==> src/rob_pkg.sv <==
// reorder buffer shared definitions
// sizes, width typedefs and packed payloads used across the rob blocks
package rob_pkg;

    // ==============================
    // sizes
    // ==============================
    localparam int ROB_DEPTH = 16;
    localparam int ROB_IDX_W = 4;
    localparam int ARCH_REGS = 32;
    localparam int PHYS_REGS = 64;
    localparam int XLEN      = 32;

    // ==============================
    // vector types
    // ==============================
    // entry index, wraps naturally at ROB_DEPTH
    typedef logic [ROB_IDX_W-1:0]         rob_idx_t;
    // occupancy or credit amount, 0 to ROB_DEPTH inclusive
    typedef logic [ROB_IDX_W:0]           rob_cnt_t;
    typedef logic [$clog2(ARCH_REGS)-1:0] arch_reg_t;
    typedef logic [$clog2(PHYS_REGS)-1:0] phys_reg_t;
    typedef logic [XLEN-1:0]              xlen_word_t;

    // ==============================
    // payloads
    // ==============================
    // dispatch request, destination mapping of one instruction
    typedef struct packed {
        logic      rd_wen;
        arch_reg_t rd_arch;
        phys_reg_t new_prf;
        phys_reg_t old_prf;
    } disp_req_t;

    // writeback from a functional unit
    typedef struct packed {
        rob_idx_t   rob_idx;
        xlen_word_t value;
    } wb_req_t;

    // one stored entry as seen at the head
    typedef struct packed {
        logic       complete;
        logic       rd_wen;
        arch_reg_t  rd_arch;
        phys_reg_t  new_prf;
        phys_reg_t  old_prf;
        xlen_word_t value;
    } rob_entry_t;

    // retired instruction handed to rename and regfile
    typedef struct packed {
        logic       rd_wen;
        arch_reg_t  rd_arch;
        phys_reg_t  new_prf;
        phys_reg_t  old_prf;
        xlen_word_t value;
    } commit_t;

endpackage

==> src/rob_alloc.sv <==
// reorder buffer allocation
// tail pointer, occupancy count, branch rollback and credit return
`timescale 1ns/10ps

module rob_alloc import rob_pkg::*; (
    input  logic     clock,
    input  logic     reset,
    input  logic     disp_valid_i,
    input  logic     mispredict_i,
    input  rob_idx_t mispredict_idx_i,
    input  logic     retire_i,
    output logic     alloc_we_o,
    output rob_idx_t alloc_idx_o,
    output logic     rob_empty_o,
    output rob_cnt_t credit_return_o
);

    rob_idx_t tail_q;
    rob_cnt_t count_q;
    rob_idx_t younger_idx;
    rob_cnt_t rollback_cnt;
    rob_cnt_t freed_cnt;
    rob_cnt_t count_next;
    rob_idx_t tail_next;

    // ==============================
    // allocation
    // ==============================
    // producer holds no credit during a mispredict, masked here as well
    assign alloc_we_o  = disp_valid_i && !mispredict_i;
    assign alloc_idx_o = tail_q;
    assign rob_empty_o = (count_q == '0);

    // ==============================
    // rollback
    // ==============================
    // entries strictly between the branch and the tail
    // full buffer with branch at head gives 15, as expected
    assign younger_idx  = tail_q - mispredict_idx_i - 1'b1;
    assign rollback_cnt = mispredict_i ? rob_cnt_t'(younger_idx) : '0;

    // commit and rollback never overlap, commit is blocked on mispredict
    assign freed_cnt = rob_cnt_t'(retire_i) + rollback_cnt;

    always_comb begin
        count_next = count_q + rob_cnt_t'(alloc_we_o) - freed_cnt;
        if (mispredict_i) begin
            // tail lands just past the branch, 4-bit wrap
            tail_next = mispredict_idx_i + 1'b1;
        end else if (alloc_we_o) begin
            tail_next = tail_q + 1'b1;
        end else begin
            tail_next = tail_q;
        end
    end

    // ==============================
    // state
    // ==============================
    always_ff @(posedge clock or posedge reset) begin
        if (reset) begin
            tail_q          <= '0;
            count_q         <= '0;
            credit_return_o <= '0;
        end else begin
            tail_q          <= tail_next;
            count_q         <= count_next;
            // freed entries go back to the producer next cycle
            credit_return_o <= freed_cnt;
        end
    end

endmodule

==> src/rob_entry_table.sv <==
// reorder buffer entry storage
// written at dispatch and writeback, head entry read combinationally
`timescale 1ns/10ps

module rob_entry_table import rob_pkg::*; (
    input  logic       clock,
    input  logic       reset,
    input  logic       alloc_we_i,
    input  rob_idx_t   alloc_idx_i,
    input  disp_req_t  disp_req_i,
    input  logic       wb_valid_i,
    input  wb_req_t    wb_req_i,
    input  rob_idx_t   head_idx_i,
    output rob_entry_t head_entry_o
);

    // completion flags per entry
    logic [ROB_DEPTH-1:0] complete_q;
    // destination mapping written at dispatch
    disp_req_t            req_q   [ROB_DEPTH];
    // result written at writeback
    xlen_word_t           value_q [ROB_DEPTH];

    // ==============================
    // completion flags
    // ==============================
    always_ff @(posedge clock or posedge reset) begin
        if (reset) begin
            complete_q <= '0;
        end else begin
            // fresh or reused entry starts incomplete
            if (alloc_we_i) begin
                complete_q[alloc_idx_i] <= 1'b0;
            end
            // writeback still lands during a rollback cycle
            if (wb_valid_i) begin
                complete_q[wb_req_i.rob_idx] <= 1'b1;
            end
        end
    end

    // ==============================
    // payload storage
    // ==============================
    always_ff @(posedge clock) begin
        if (alloc_we_i) begin
            req_q[alloc_idx_i] <= disp_req_i;
        end
        if (wb_valid_i) begin
            value_q[wb_req_i.rob_idx] <= wb_req_i.value;
        end
    end

    // head read port
    always_comb begin
        head_entry_o.complete = complete_q[head_idx_i];
        head_entry_o.rd_wen   = req_q[head_idx_i].rd_wen;
        head_entry_o.rd_arch  = req_q[head_idx_i].rd_arch;
        head_entry_o.new_prf  = req_q[head_idx_i].new_prf;
        head_entry_o.old_prf  = req_q[head_idx_i].old_prf;
        head_entry_o.value    = value_q[head_idx_i];
    end

endmodule

==> src/rob_commit.sv <==
// reorder buffer commit
// head pointer, in-order retire decision and registered commit payload
`timescale 1ns/10ps

module rob_commit import rob_pkg::*; (
    input  logic       clock,
    input  logic       reset,
    input  rob_entry_t head_entry_i,
    input  logic       rob_empty_i,
    input  logic       mispredict_i,
    output rob_idx_t   head_idx_o,
    output logic       retire_o,
    output logic       commit_valid_o,
    output commit_t    commit_o
);

    rob_idx_t head_q;

    assign head_idx_o = head_q;

    // ==============================
    // retire decision
    // ==============================
    // oldest entry done, nothing pending, no rollback this cycle
    assign retire_o = !rob_empty_i && head_entry_i.complete && !mispredict_i;

    // head pointer and commit strobe
    always_ff @(posedge clock or posedge reset) begin
        if (reset) begin
            head_q         <= '0;
            commit_valid_o <= 1'b0;
        end else begin
            commit_valid_o <= retire_o;
            if (retire_o) begin
                // wraps from 15 to 0
                head_q <= head_q + 1'b1;
            end
        end
    end

    // ==============================
    // commit payload
    // ==============================
    // held until the next retire, only valid with the strobe
    always_ff @(posedge clock) begin
        if (retire_o) begin
            commit_o.rd_wen  <= head_entry_i.rd_wen;
            commit_o.rd_arch <= head_entry_i.rd_arch;
            commit_o.new_prf <= head_entry_i.new_prf;
            commit_o.old_prf <= head_entry_i.old_prf;
            commit_o.value   <= head_entry_i.value;
        end
    end

endmodule

==> src/rob_top.sv <==
// reorder buffer top level
// 16 entries, one dispatch, one writeback and one commit per cycle
`timescale 1ns/10ps

module rob_top import rob_pkg::*; (
    input  logic      clock,
    input  logic      reset,
    // dispatch
    input  logic      disp_valid_i,
    input  disp_req_t disp_req_i,
    output rob_idx_t  disp_rob_idx_o,
    // writeback
    input  logic      wb_valid_i,
    input  wb_req_t   wb_req_i,
    // branch rollback
    input  logic      mispredict_i,
    input  rob_idx_t  mispredict_idx_i,
    // commit
    output logic      commit_valid_o,
    output commit_t   commit_o,
    // flow control back to the producer
    output rob_cnt_t  credit_return_o
);

    logic       alloc_we;
    rob_idx_t   alloc_idx;
    logic       rob_empty;
    logic       retire;
    rob_idx_t   head_idx;
    rob_entry_t head_entry;

    // allocated index is the tail, visible before the edge
    assign disp_rob_idx_o = alloc_idx;

    // ==============================
    // tail, count and credits
    // ==============================
    rob_alloc u_rob_alloc (
        .clock            (clock),
        .reset            (reset),
        .disp_valid_i     (disp_valid_i),
        .mispredict_i     (mispredict_i),
        .mispredict_idx_i (mispredict_idx_i),
        .retire_i         (retire),
        .alloc_we_o       (alloc_we),
        .alloc_idx_o      (alloc_idx),
        .rob_empty_o      (rob_empty),
        .credit_return_o  (credit_return_o)
    );

    // entry storage
    rob_entry_table u_rob_entry_table (
        .clock        (clock),
        .reset        (reset),
        .alloc_we_i   (alloc_we),
        .alloc_idx_i  (alloc_idx),
        .disp_req_i   (disp_req_i),
        .wb_valid_i   (wb_valid_i),
        .wb_req_i     (wb_req_i),
        .head_idx_i   (head_idx),
        .head_entry_o (head_entry)
    );

    // head and in-order retire
    rob_commit u_rob_commit (
        .clock          (clock),
        .reset          (reset),
        .head_entry_i   (head_entry),
        .rob_empty_i    (rob_empty),
        .mispredict_i   (mispredict_i),
        .head_idx_o     (head_idx),
        .retire_o       (retire),
        .commit_valid_o (commit_valid_o),
        .commit_o       (commit_o)
    );

endmodule

==> config.mk <==
export PLATFORM = sky130hd
export DESIGN_NAME = rob_top
export DESIGN_NICKNAME = d
export VERILOG_FILES = /design/src/rob_pkg.sv /design/src/rob_alloc.sv /design/src/rob_entry_table.sv /design/src/rob_commit.sv /design/src/rob_top.sv
export SDC_FILE = /design/constraint.sdc
export NUM_CORES = 1
export LEC_CHECK = 0
export BUFFER_PORTS_ARGS = -buffer_cell sky130_fd_sc_hd__clkbuf_2
export CORE_ASPECT_RATIO = 2
export CORE_UTILIZATION = 60
export CTS_CLUSTER_SIZE = 24
export DETAILED_ROUTE_END_ITERATION = 16
export GPL_TIMING_DRIVEN = 0
export PLACE_DENSITY = 0.76
export SLEW_MARGIN = 20
export SYNTH_ARGS = -nofsm -noshare
export SYNTH_HDL_FRONTEND = slang
export SYNTH_SLANG_ARGS = --single-unit
==> constraint.sdc <==
create_clock -name clock -period 9.6 [get_ports clock]
set_input_delay 1.44 -clock clock [delete_from_list [all_inputs] [get_ports clock]]
set_output_delay 1.44 -clock clock [all_outputs]
set_load 0.03 [all_outputs]
* Yosys cells after proc, flatten, opt, wreduce, memory -nomap -nowiden
Memory sizes are Yosys's and may differ from the RTL's. A register that Yosys moved wholly into a read port is not among the register bits.
Cells that the tools add are included.
** Word-level totals
- Memory bits (writable) :: 800
- Memories :: 2
- Bits in registers :: 35
- Input bits :: 63
** Memory list
- u_rob_entry_table.value_q :: depth 16, width 32, rd ports 1, clocked after Yosys merged registers in 1, write ports 1, line rob_entry_table.sv:22 : xlen_word_t value_q [ROB_DEPTH];
- u_rob_entry_table.req_q :: depth 16, width 18, rd ports 1, clocked after Yosys merged registers in 1, write ports 1, line rob_entry_table.sv:20 : disp_req_t req_q [ROB_DEPTH];
** Cells by class
- $add $sub $neg :: 8
- Magnitude comparators :: 5
- Reduce and logical (&&, ||, !) cells :: 9
- Multiplexer cells :: 15
- Bitwise logic cells :: 3
** Operator list (count)
- 2-to-1 mux 16 bit :: 2
- AND 16 bit :: 1
- NOT 16 bit :: 1
- OR 16 bit :: 1
- less-than comparator 4 x 5 -> 1 bit (second input constant) :: 3
- adder 4 x 1 -> 4 bit (second input constant) :: 3
- 2-to-1 mux 4 bit :: 3
- demux 1 bit (select 4 bit) :: 2
- >= comparator 4 x 1 -> 1 bit (second input constant) :: 2
- 2-to-1 mux 1 bit :: 7
- adder 1 x 5 -> 5 bit :: 1
- adder 5 x 1 -> 5 bit :: 1
- logical AND 1 bit :: 5
- zero test 5 bit :: 1
- subtractor 5 bit :: 1
- binary-select mux 1 bit (select 4 bit) :: 1
- subtractor 4 x 1 -> 4 bit (second input constant) :: 1
- subtractor 4 bit :: 1
- zero test 1 bit :: 2
- nonzero test 2 bit :: 1

* Logic depth before layout (Yosys ltp)
Gate-level depths: netlist of the first run.
- Depth in word-level cells :: 9
- Depth in mapped cells :: 16

* Hierarchy
From an unflattened synthesis of the first run, not the netlist that was laid out.
** Second synthesis, totals
- Cell total of the unflattened synthesis :: 1487
- Area total of the unflattened synthesis :: 33519.6 µm²
** By module, submodules not included
- rob_entry_table :: times used 1, area an instance 30800.8 µm², cells each 1327, sequential area each 24423.4 µm²
- rob_commit :: times used 1, area an instance 1709.1 µm², cells each 64, sequential area each 1626.6 µm²
- rob_alloc :: times used 1, area an instance 1009.7 µm², cells each 96, sequential area each 350.3 µm²

* Worst setup path before layout of the first run
No wires, ideal clock.
- Path type :: input to register
- From :: in mispredict_i
- To :: reg u_rob_alloc.count_q[4]
- Data arrival time :: 5.077 ns
- Data required time :: 9.520 ns
- Setup slack :: 4.443 ns
- Stages :: 13
- Path through :: clkbuf_1 -> a21oi_1 -> nand4_1 -> nand2_1 -> ha_1 -> ha_1 -> inv_1 -> ha_1 -> fa_1 -> a21o_1 -> a21oi_1 -> xnor2_1 -> xnor2_1
** On the way
- Word-level cells in the longest chain between the ends :: 4
- Elaborated cells on any way between the ends :: 7
- Those cells by class :: add/sub (3); mux (1); reduce/logical (3)
** RTL lines
- from (decl) :: line rob_top.sv:16 : input logic mispredict_i,
- zero test 1 bit :: line rob_commit.sv:25 : assign retire_o = !rob_empty_i && head_entry_i.complete && !mispredict_i;
- logical AND 1 bit :: line rob_commit.sv:25
- via retire :: line rob_top.sv:28 : logic retire;
- adder 1 x 5 -> 5 bit :: line rob_alloc.sv:43 : assign freed_cnt = rob_cnt_t'(retire_i) + rollback_cnt;
- via u_rob_alloc.freed_cnt[0] :: line rob_alloc.sv:22 : rob_cnt_t freed_cnt;
- subtractor 5 bit :: line rob_alloc.sv:46 : count_next = count_q + rob_cnt_t'(alloc_we_o) - freed_cnt;
- via u_rob_alloc.count_next[4] :: line rob_alloc.sv:23 : rob_cnt_t count_next;
- to (signal assigned) :: line rob_alloc.sv:67 : count_q <= count_next;
- to (decl) :: line rob_alloc.sv:19 : rob_cnt_t count_q;
The timed path passes the listed nets, and every way through them passes these cells.
A chain may end at the register's enable or synchronous reset.

* Final worst setup path of the first run
Ends and elaborated chain as after synthesis.

==> results.toml, run 1 <==
[route]
routed_wl_mm = 75.7
drt-pass1-iter-count = 7
num_vias = 15600
wl_per_cell_microns = 31.1
drt_iter0_drc = 1598
drt.antenna.violating_nets = 0
drc = 0
avgViaCountPerCell = 6.39

[power_and_ir_drop]
power_density_mw_per_mm2 = 280
p_leak_uw = 0.0125
ir_worst_vdd_v = 0.000171

[placement]
place_ws_ns = 4.62
port_buffers = 121
dpl_cell_area_sq_mm = 0.0361
dpl.hpwl_mm = 47.3
gp_congestion = 0.822
place_inst = 2298

[floorplan]
boundaryPins = 123
core-area_sq_mm = 0.0554
die_area_sq_mm = 0.0570
die_w_microns = 169
die_h_microns = 337
initial_core_util_pct = 60.7
rows = 122

[global_route]
first_global_vias = 16500
grt_max_degree = 36
met1_usage_pct = 32.3
grt_overflow = 0
met3_usage_pct = 4.35
grt_use_met2_pct = 50.3
grt_pass1_wl_mm = 109
grt.busiest_layer = "met2"
antenna_found_initial = 3
grt_use_total_pct = 27.7

[sta]
worstMarginPinSlew_ns = 1.05
achievable-frequency_ghz = 0.225
finalCritPeriodShare_pct = 46.3
hold_viol = 0
period_needed_ns = 4.44
fin_ws_ns = 5.16
skew_ns = 0.0299
relSlewSlack_pct = 30.1
setup_viol = 0
tns_ns = 0
slew_viol_final = 0
rsz0062_at_grt = "false"

[final_layout]
drive_above_1_share_pct = 35.2
nets = 1709
final_cell_mix = "edfxtp_1 (850), mux4_2 (250), clkbuf_2 (122), clkbuf_16 (74), clkbuf_1 (39)"
layoutNonFillerInstCount = 2436
final_cell_area_sq_mm = 0.0385
final_common_cell = "edfxtp_1"
syn_to_final_growth_pct = 14.4

[yosys]
ys_seq_area_share_pct = 78.5
synthMuxAreaShare_pct = 17.1
ys_types = 37
yosysWarnings = 0
synth_area_sq_mm = 0.0336
avgSynthCellArea_sq_um = 24.3
synth_compound_area_share_pct = 0.785
synth_xor_area_share_pct = 0.469
ys_ff_latch = 885
syn-num-nets = 1461
synth-adder-area-share_pct = 0.677
synth_top_family_by_area = "multiplexers"
syn_inst = 1381
synthSimpleGateAreaFrac_pct = 1.02

[clock_network]
cts_setup_buffers = 0
clk_pin_slew_ns = 0.07
clk_path_buf_depth = 3
cts_inserted_buffers = 73
cts_root_buffer = "clkbuf_16"
cts_tree = "done"
clk_latency_ns = 0.63
ctsHoldBuffers = 0
cts.sinks = 885
cts_resized = 0
cts_max_level = 3

[run_status]
status = "completed"

[setup_path]
path_buf_inv = 2
cp_slowest_cell = "nand2_4"
start_kind = "input port"
cp_cell_sequence = "clkbuf_1, a21oi_1, nand4_1, nand2_4, ha_1, ha_1, inv_1, ha_1, fa_1, a21o_1, a21oi_1, xnor2_1, xnor2_1"
cpPeakStageDelay_ns = 0.52
cp_data_required_time_ns = 10.13
worstPathMaxFanout = 29
crit_arrival_ns = 4.97
path_class = "in2reg"
crit_top_cell = "ha_1"
cp_top_family = "adder cells"
end_kind = "flop"

[worst_hold_path]
hold_path.class = "reg2reg"

[job]
drv_cap = 0
[sequential cells by signal (all words and copies together) (netlist names)]
register / cells
u_rob_entry_table.value_q: 512
u_rob_entry_table.req_q: 288
u_rob_commit.commit_o: 50
u_rob_entry_table.complete_q: 16
u_rob_alloc.count_q: 5
u_rob_alloc.credit_return_o: 5
u_rob_alloc.alloc_idx_o: 4
u_rob_commit.head_idx_o: 4
u_rob_commit.commit_valid_o: 1
[where the power goes]
part,switching [uW],internal (uW)
combinational,1740,1440
sequential,96.3,4590
clock,1350,1570
[cell families (layout without fill, tap and decap cells)]
logic type      count (synthesis)  after routing
flops                         885            885
compound gates                 46             46
xor+xnor                       18             18
buf+inv                        81            389
simple gates                   72             72
other cells                     0              3
mux                           262            262
fa+ha+maj                      17             17
[worst reg2reg max path: stages, from the launching register on]
cell      delay (ns)
dfrtp_1         0.36
clkbuf_1        0.35
buf_2           0.38
nor2_1          0.15
a22oi_1         0.18
nand4_1         0.24
nand2_4         0.52
ha_1            0.39
ha_1            0.30
inv_1           0.04
ha_1            0.20
fa_1            0.46
a21o_1          0.20
a21oi_1         0.17
xnor2_1         0.16
xnor2_1         0.14
[per-layer routing]
metal | wire [microns] | up-vias
met3 | 4780 | 183
met5 | 17 | -
met4 | 3190 | 2
met1 | 25700 | 8264
met2 | 42000 | 751
li1 | - | 6365
[final timing paths]
kind / startpoint / to / slack (ns) / depth (start not counted)
max: mispredict_i / u_rob_alloc.count_q[4] / 5.16 / 13
min: u_rob_entry_table.complete_q[9] / u_rob_entry_table.complete_q[9] / 0.51 / 2
max reg2reg: u_rob_commit.head_idx_o[1] / u_rob_alloc.count_q[4] / 5.29 / 15
min reg2reg: u_rob_entry_table.complete_q[9] / u_rob_entry_table.complete_q[9] / 0.51 / 2
max in group asynchronous: reset / u_rob_entry_table.complete_q[11] / 8.20 / 2
min in group asynchronous: reset / u_rob_commit.commit_valid_o / 0.92 / 2
[synthesized netlist by cell type]
master | number | share of area, %
nand4_1 | 2 | 0.037
a21boi_0 | 1 | 0.022
mux2_2 | 3 | 0.10
nor2_1 | 28 | 0.31
mux2i_1 | 8 | 0.24
nor3_1 | 9 | 0.13
nand2_1 | 12 | 0.13
a21oi_1 | 6 | 0.089
nor2b_1 | 4 | 0.074
o22a_1 | 1 | 0.026
fa_1 | 2 | 0.12
xnor2_1 | 7 | 0.18
mux2_1 | 1 | 0.033
and2_1 | 2 | 0.037
or3b_2 | 1 | 0.026
mux4_2 | 250 | 17
o31ai_1 | 1 | 0.022
nand3_1 | 3 | 0.045
o21ai_0 | 27 | 0.40
inv_1 | 15 | 0.17
o21bai_1 | 4 | 0.089
and3_1 | 2 | 0.037
or3_1 | 2 | 0.037
clkbuf_1 | 24 | 0.27
edfxtp_1 | 850 | 76
buf_2 | 5 | 0.074
nand3b_1 | 2 | 0.045
dfrtp_1 | 35 | 2.6
xor2_1 | 11 | 0.29
buf_6 | 22 | 0.74
a21o_1 | 3 | 0.067
buf_1 | 15 | 0.17
nand2b_1 | 4 | 0.074
and4_1 | 1 | 0.026
a21boi_1 | 1 | 0.022
ha_1 | 15 | 0.56
a22oi_1 | 2 | 0.045
[per-stage QoR]
stage          power [uW]  utilization, %  hold slack [ns]
2_1_floorplan        6980               -            0.474
3_3_place_gp         7860            63.5            0.494
3_5_place_dp         7950            65.2            0.498
4_1_cts             10900            69.4            0.512
5_1_grt             11100            69.4            0.547
6_report            10800            69.4            0.507
[cell type report]
| class | count | area, sq um |
|---|---|---|
| Fill cell | 3214 | 17000 |
| Timing Repair Buffer | 173 | 1360 |
| Clock buffer | 89 | 1910 |
| Multi-Input combinational cell | 415 | 6980 |
| Antenna cell | 3 | 7.51 |
| Sequential cell | 885 | 26400 |
| Inverter | 15 | 56.3 |
| Clock inverter | 46 | 397 |
| Buffer | 66 | 422 |
| Tap cell | 744 | 931 |
No activity file was read; power rests on OpenSTA's default activity.
==> run 2: changes to the inputs <==
--- a/config.mk
+++ b/config.mk
@@ -7,11 +7,11 @@
 export LEC_CHECK = 0
 export BUFFER_PORTS_ARGS = -buffer_cell sky130_fd_sc_hd__clkbuf_2
 export CORE_ASPECT_RATIO = 2
-export CORE_UTILIZATION = 60
+export CORE_UTILIZATION = 55
 export CTS_CLUSTER_SIZE = 24
 export DETAILED_ROUTE_END_ITERATION = 16
 export GPL_TIMING_DRIVEN = 0
-export PLACE_DENSITY = 0.76
+export PLACE_DENSITY = 0.73
 export SLEW_MARGIN = 20
 export SYNTH_ARGS = -nofsm -noshare
 export SYNTH_HDL_FRONTEND = slang
==> constraint.sdc (replaced) <==
create_clock -name clock -period 4 [get_ports clock]
set_input_delay 0.6 -clock clock [delete_from_list [all_inputs] [get_ports clock]]
set_output_delay 0.6 -clock clock [all_outputs]
set_load 0.03 [all_outputs]
==> run 2 against run 1 <==
Against the previous run: sequential share of layout area decreased by 0.93 points; design area increased by 1.4%; global-route usage decreased by 2.4 points; utilization decreased by 4.7 points; critical path depth increased by 3; worst setup slack got worse by 5.0 ns; non-clock buffer count increased by 16; clock power increased by 150%; clock-buffer cell count decreased by 1; critical path type is now reg2reg.
==> results.toml, run 2 (synthesis results as in run 1) <==
[global_route]
grt_overflow = 0
antenna_found_initial = 6
first_global_vias = 16500
grt_use_total_pct = 25.3
grt_max_degree = 36
grt_pass1_wl_mm = 109
met3_usage_pct = 4.09
met1_usage_pct = 28.2
grt.busiest_layer = "met2"
grt_use_met2_pct = 46.4

[sta]
setup_viol = 0
relSlewSlack_pct = 26.5
hold_viol = 0
finalCritPeriodShare_pct = 95.9
slew_viol_final = 0
worstMarginPinSlew_ns = 1.10
skew_ns = 0.0270
achievable-frequency_ghz = 0.261
rsz0062_at_grt = "false"
period_needed_ns = 3.84

[route]
num_vias = 15400
drt-pass1-iter-count = 5
avgViaCountPerCell = 6.23
drt.antenna.violating_nets = 0
drt_iter0_drc = 1247
wl_per_cell_microns = 30.2
drc = 0
routed_wl_mm = 75.0

[final_layout]
multi_input_area_sq_mm = 0.00702
n_fill_cell = 3804
final_cell_mix = "edfxtp_1 (850), mux4_2 (250), clkbuf_2 (124), clkbuf_16 (78), dfrtp_1 (35)"
reg_top3 = "u_rob_entry_table.value_q (512), u_rob_entry_table.req_q (288), u_rob_commit.commit_o (50)"
seqCellArea_sq_mm = 0.0264
nets = 1727
largest-register = "u_rob_entry_table.value_q"
drive_above_1_share_pct = 36.4
final_common_cell = "edfxtp_1"
final_core_util_pct = 64.7
syn_to_final_growth_pct = 16.0
largest_register_ff_count = 512
final_cell_area_sq_mm = 0.0390

[setup_path]
r2r_start = "u_rob_commit.head_idx_o[0]"
startpoint = "u_rob_commit.head_idx_o[0]"
cp_data_required_time_ns = 4.52
path_class = "reg2reg"
endpoint = "u_rob_alloc.count_q[4]"
worstReg2RegEnd = "u_rob_alloc.count_q[4]"
end_kind = "flop"
worstPathMaxFanout = 10
regToRegSetupSlack_ns = 0.16
crit_arrival_ns = 4.36
r2r_cells = 16
start_kind = "flop"

[placement]
gp_congestion = 0.812
dpl.hpwl_mm = 50.1
dpl_cell_area_sq_mm = 0.0365
port_buffers = 121

[clock_network]
clk_path_buf_depth = 3
cts_inserted_buffers = 74
cts_tree = "done"
clk_latency_ns = 0.62
ctsHoldBuffers = 0
clk_pin_slew_ns = 0.07
cts.sinks = 885
cts_max_level = 3
cts_root_buffer = "clkbuf_16"

[floorplan]
rows = 127
die_w_microns = 177
die_area_sq_mm = 0.0622
boundaryPins = 123
core-area_sq_mm = 0.0602
die_h_microns = 352
initial_core_util_pct = 55.8

[job]
drv_cap = 0

[worst_hold_path]
hold_path.class = "in2async"

[power_and_ir_drop]
ir_worst_vdd_v = 0.000454
p_leak_uw = 0.0126
power_density_mw_per_mm2 = 673

[run_status]
status = "completed"
## run 2: cell types whose count changed in the layout (fill, tap and decap cells not counted), sizes merged
cell	before	now
buf	93	107
bufinv	5	7
clkbuf	235	236
clkinv	34	25
clkinvlp	3	11
diode	3	4
inv	19	16
nand2	12	13
## run 2: cell type report
class                      count  share of cell area [%]
inverter                      15                   0.144
tap                          774                    2.48
clock inverter                44                    1.09
buffer                        66                    1.09
antenna                        4                  0.0257
timing repair buffer         189                    4.35
multi-input combinational    416                    18.0
sequential                   885                    67.7
clock buffer                  88                    5.10
## run 2: report_power, final
group          total [uW]  internal (uW)  switching [uW]
clock                7260           4030            3230
combinational        7750           3540            4210
sequential          11200          11000             229
## run 2: layer usage
metal | routed length, microns | part of all wire [%]
met1 | 25100 | 33
met2 | 42000 | 56
met3 | 4340 | 5.8
met4 | 3450 | 4.6
met5 | 25 | 0.033
## run 2: worst max-delay path, cell delays in order (launching register included)
cell and delay (ns):
dfrtp_1 0.37, buf_2 0.15, buf_6 0.21, buf_6 0.22
mux2i_2 0.33, a22oi_1 0.11, nand4_1 0.26, nand2_8 0.11
ha_4 0.18, ha_1 0.30, inv_1 0.06, ha_1 0.33
fa_1 0.42, a21o_1 0.20, a21oi_1 0.19, xnor2_1 0.16
xnor2_1 0.13
## run 2: repair_timing
action | in CTS | in global routing
cloned | 1 | 0
setup endpoints to repair | 1 | 1
pin swaps | 3 | 2
setup buffers | 3 | 3
resized for setup | 4 | 1
## run 2: worst min-delay path by stage
stage	from	endpoint	slack, ns
global placement	u_rob_entry_table.complete_q[4]	u_rob_entry_table.complete_q[4]	0.49
global route	reset	u_rob_entry_table.complete_q[3]	0.17
CTS	reset	u_rob_entry_table.complete_q[10]	0.10
detailed placement	u_rob_alloc.count_q[0]	u_rob_alloc.count_q[0]	0.51
finish	reset	u_rob_commit.commit_valid_o	0.12
floorplan	u_rob_entry_table.complete_q[10]	u_rob_entry_table.complete_q[10]	0.47
## run 2: stage by stage
step | instances | setup slack [ns] | hold WS, ns | power (uW) | TNS [ns]
floorplan | 1381 | 0.0433 | 0.474 | 16800 | 0
global placement | 2276 | -2.82 | 0.491 | 18900 | -699.66
detailed placement | 2338 | -0.259 | 0.509 | 19200 | -0.259
global route | 2480 | 0.0111 | 0.171 | 27100 | 0
finish | 2481 | 0.164 | 0.117 | 26200 | 0
CTS | 2474 | 0.0136 | 0.101 | 26500 | 0
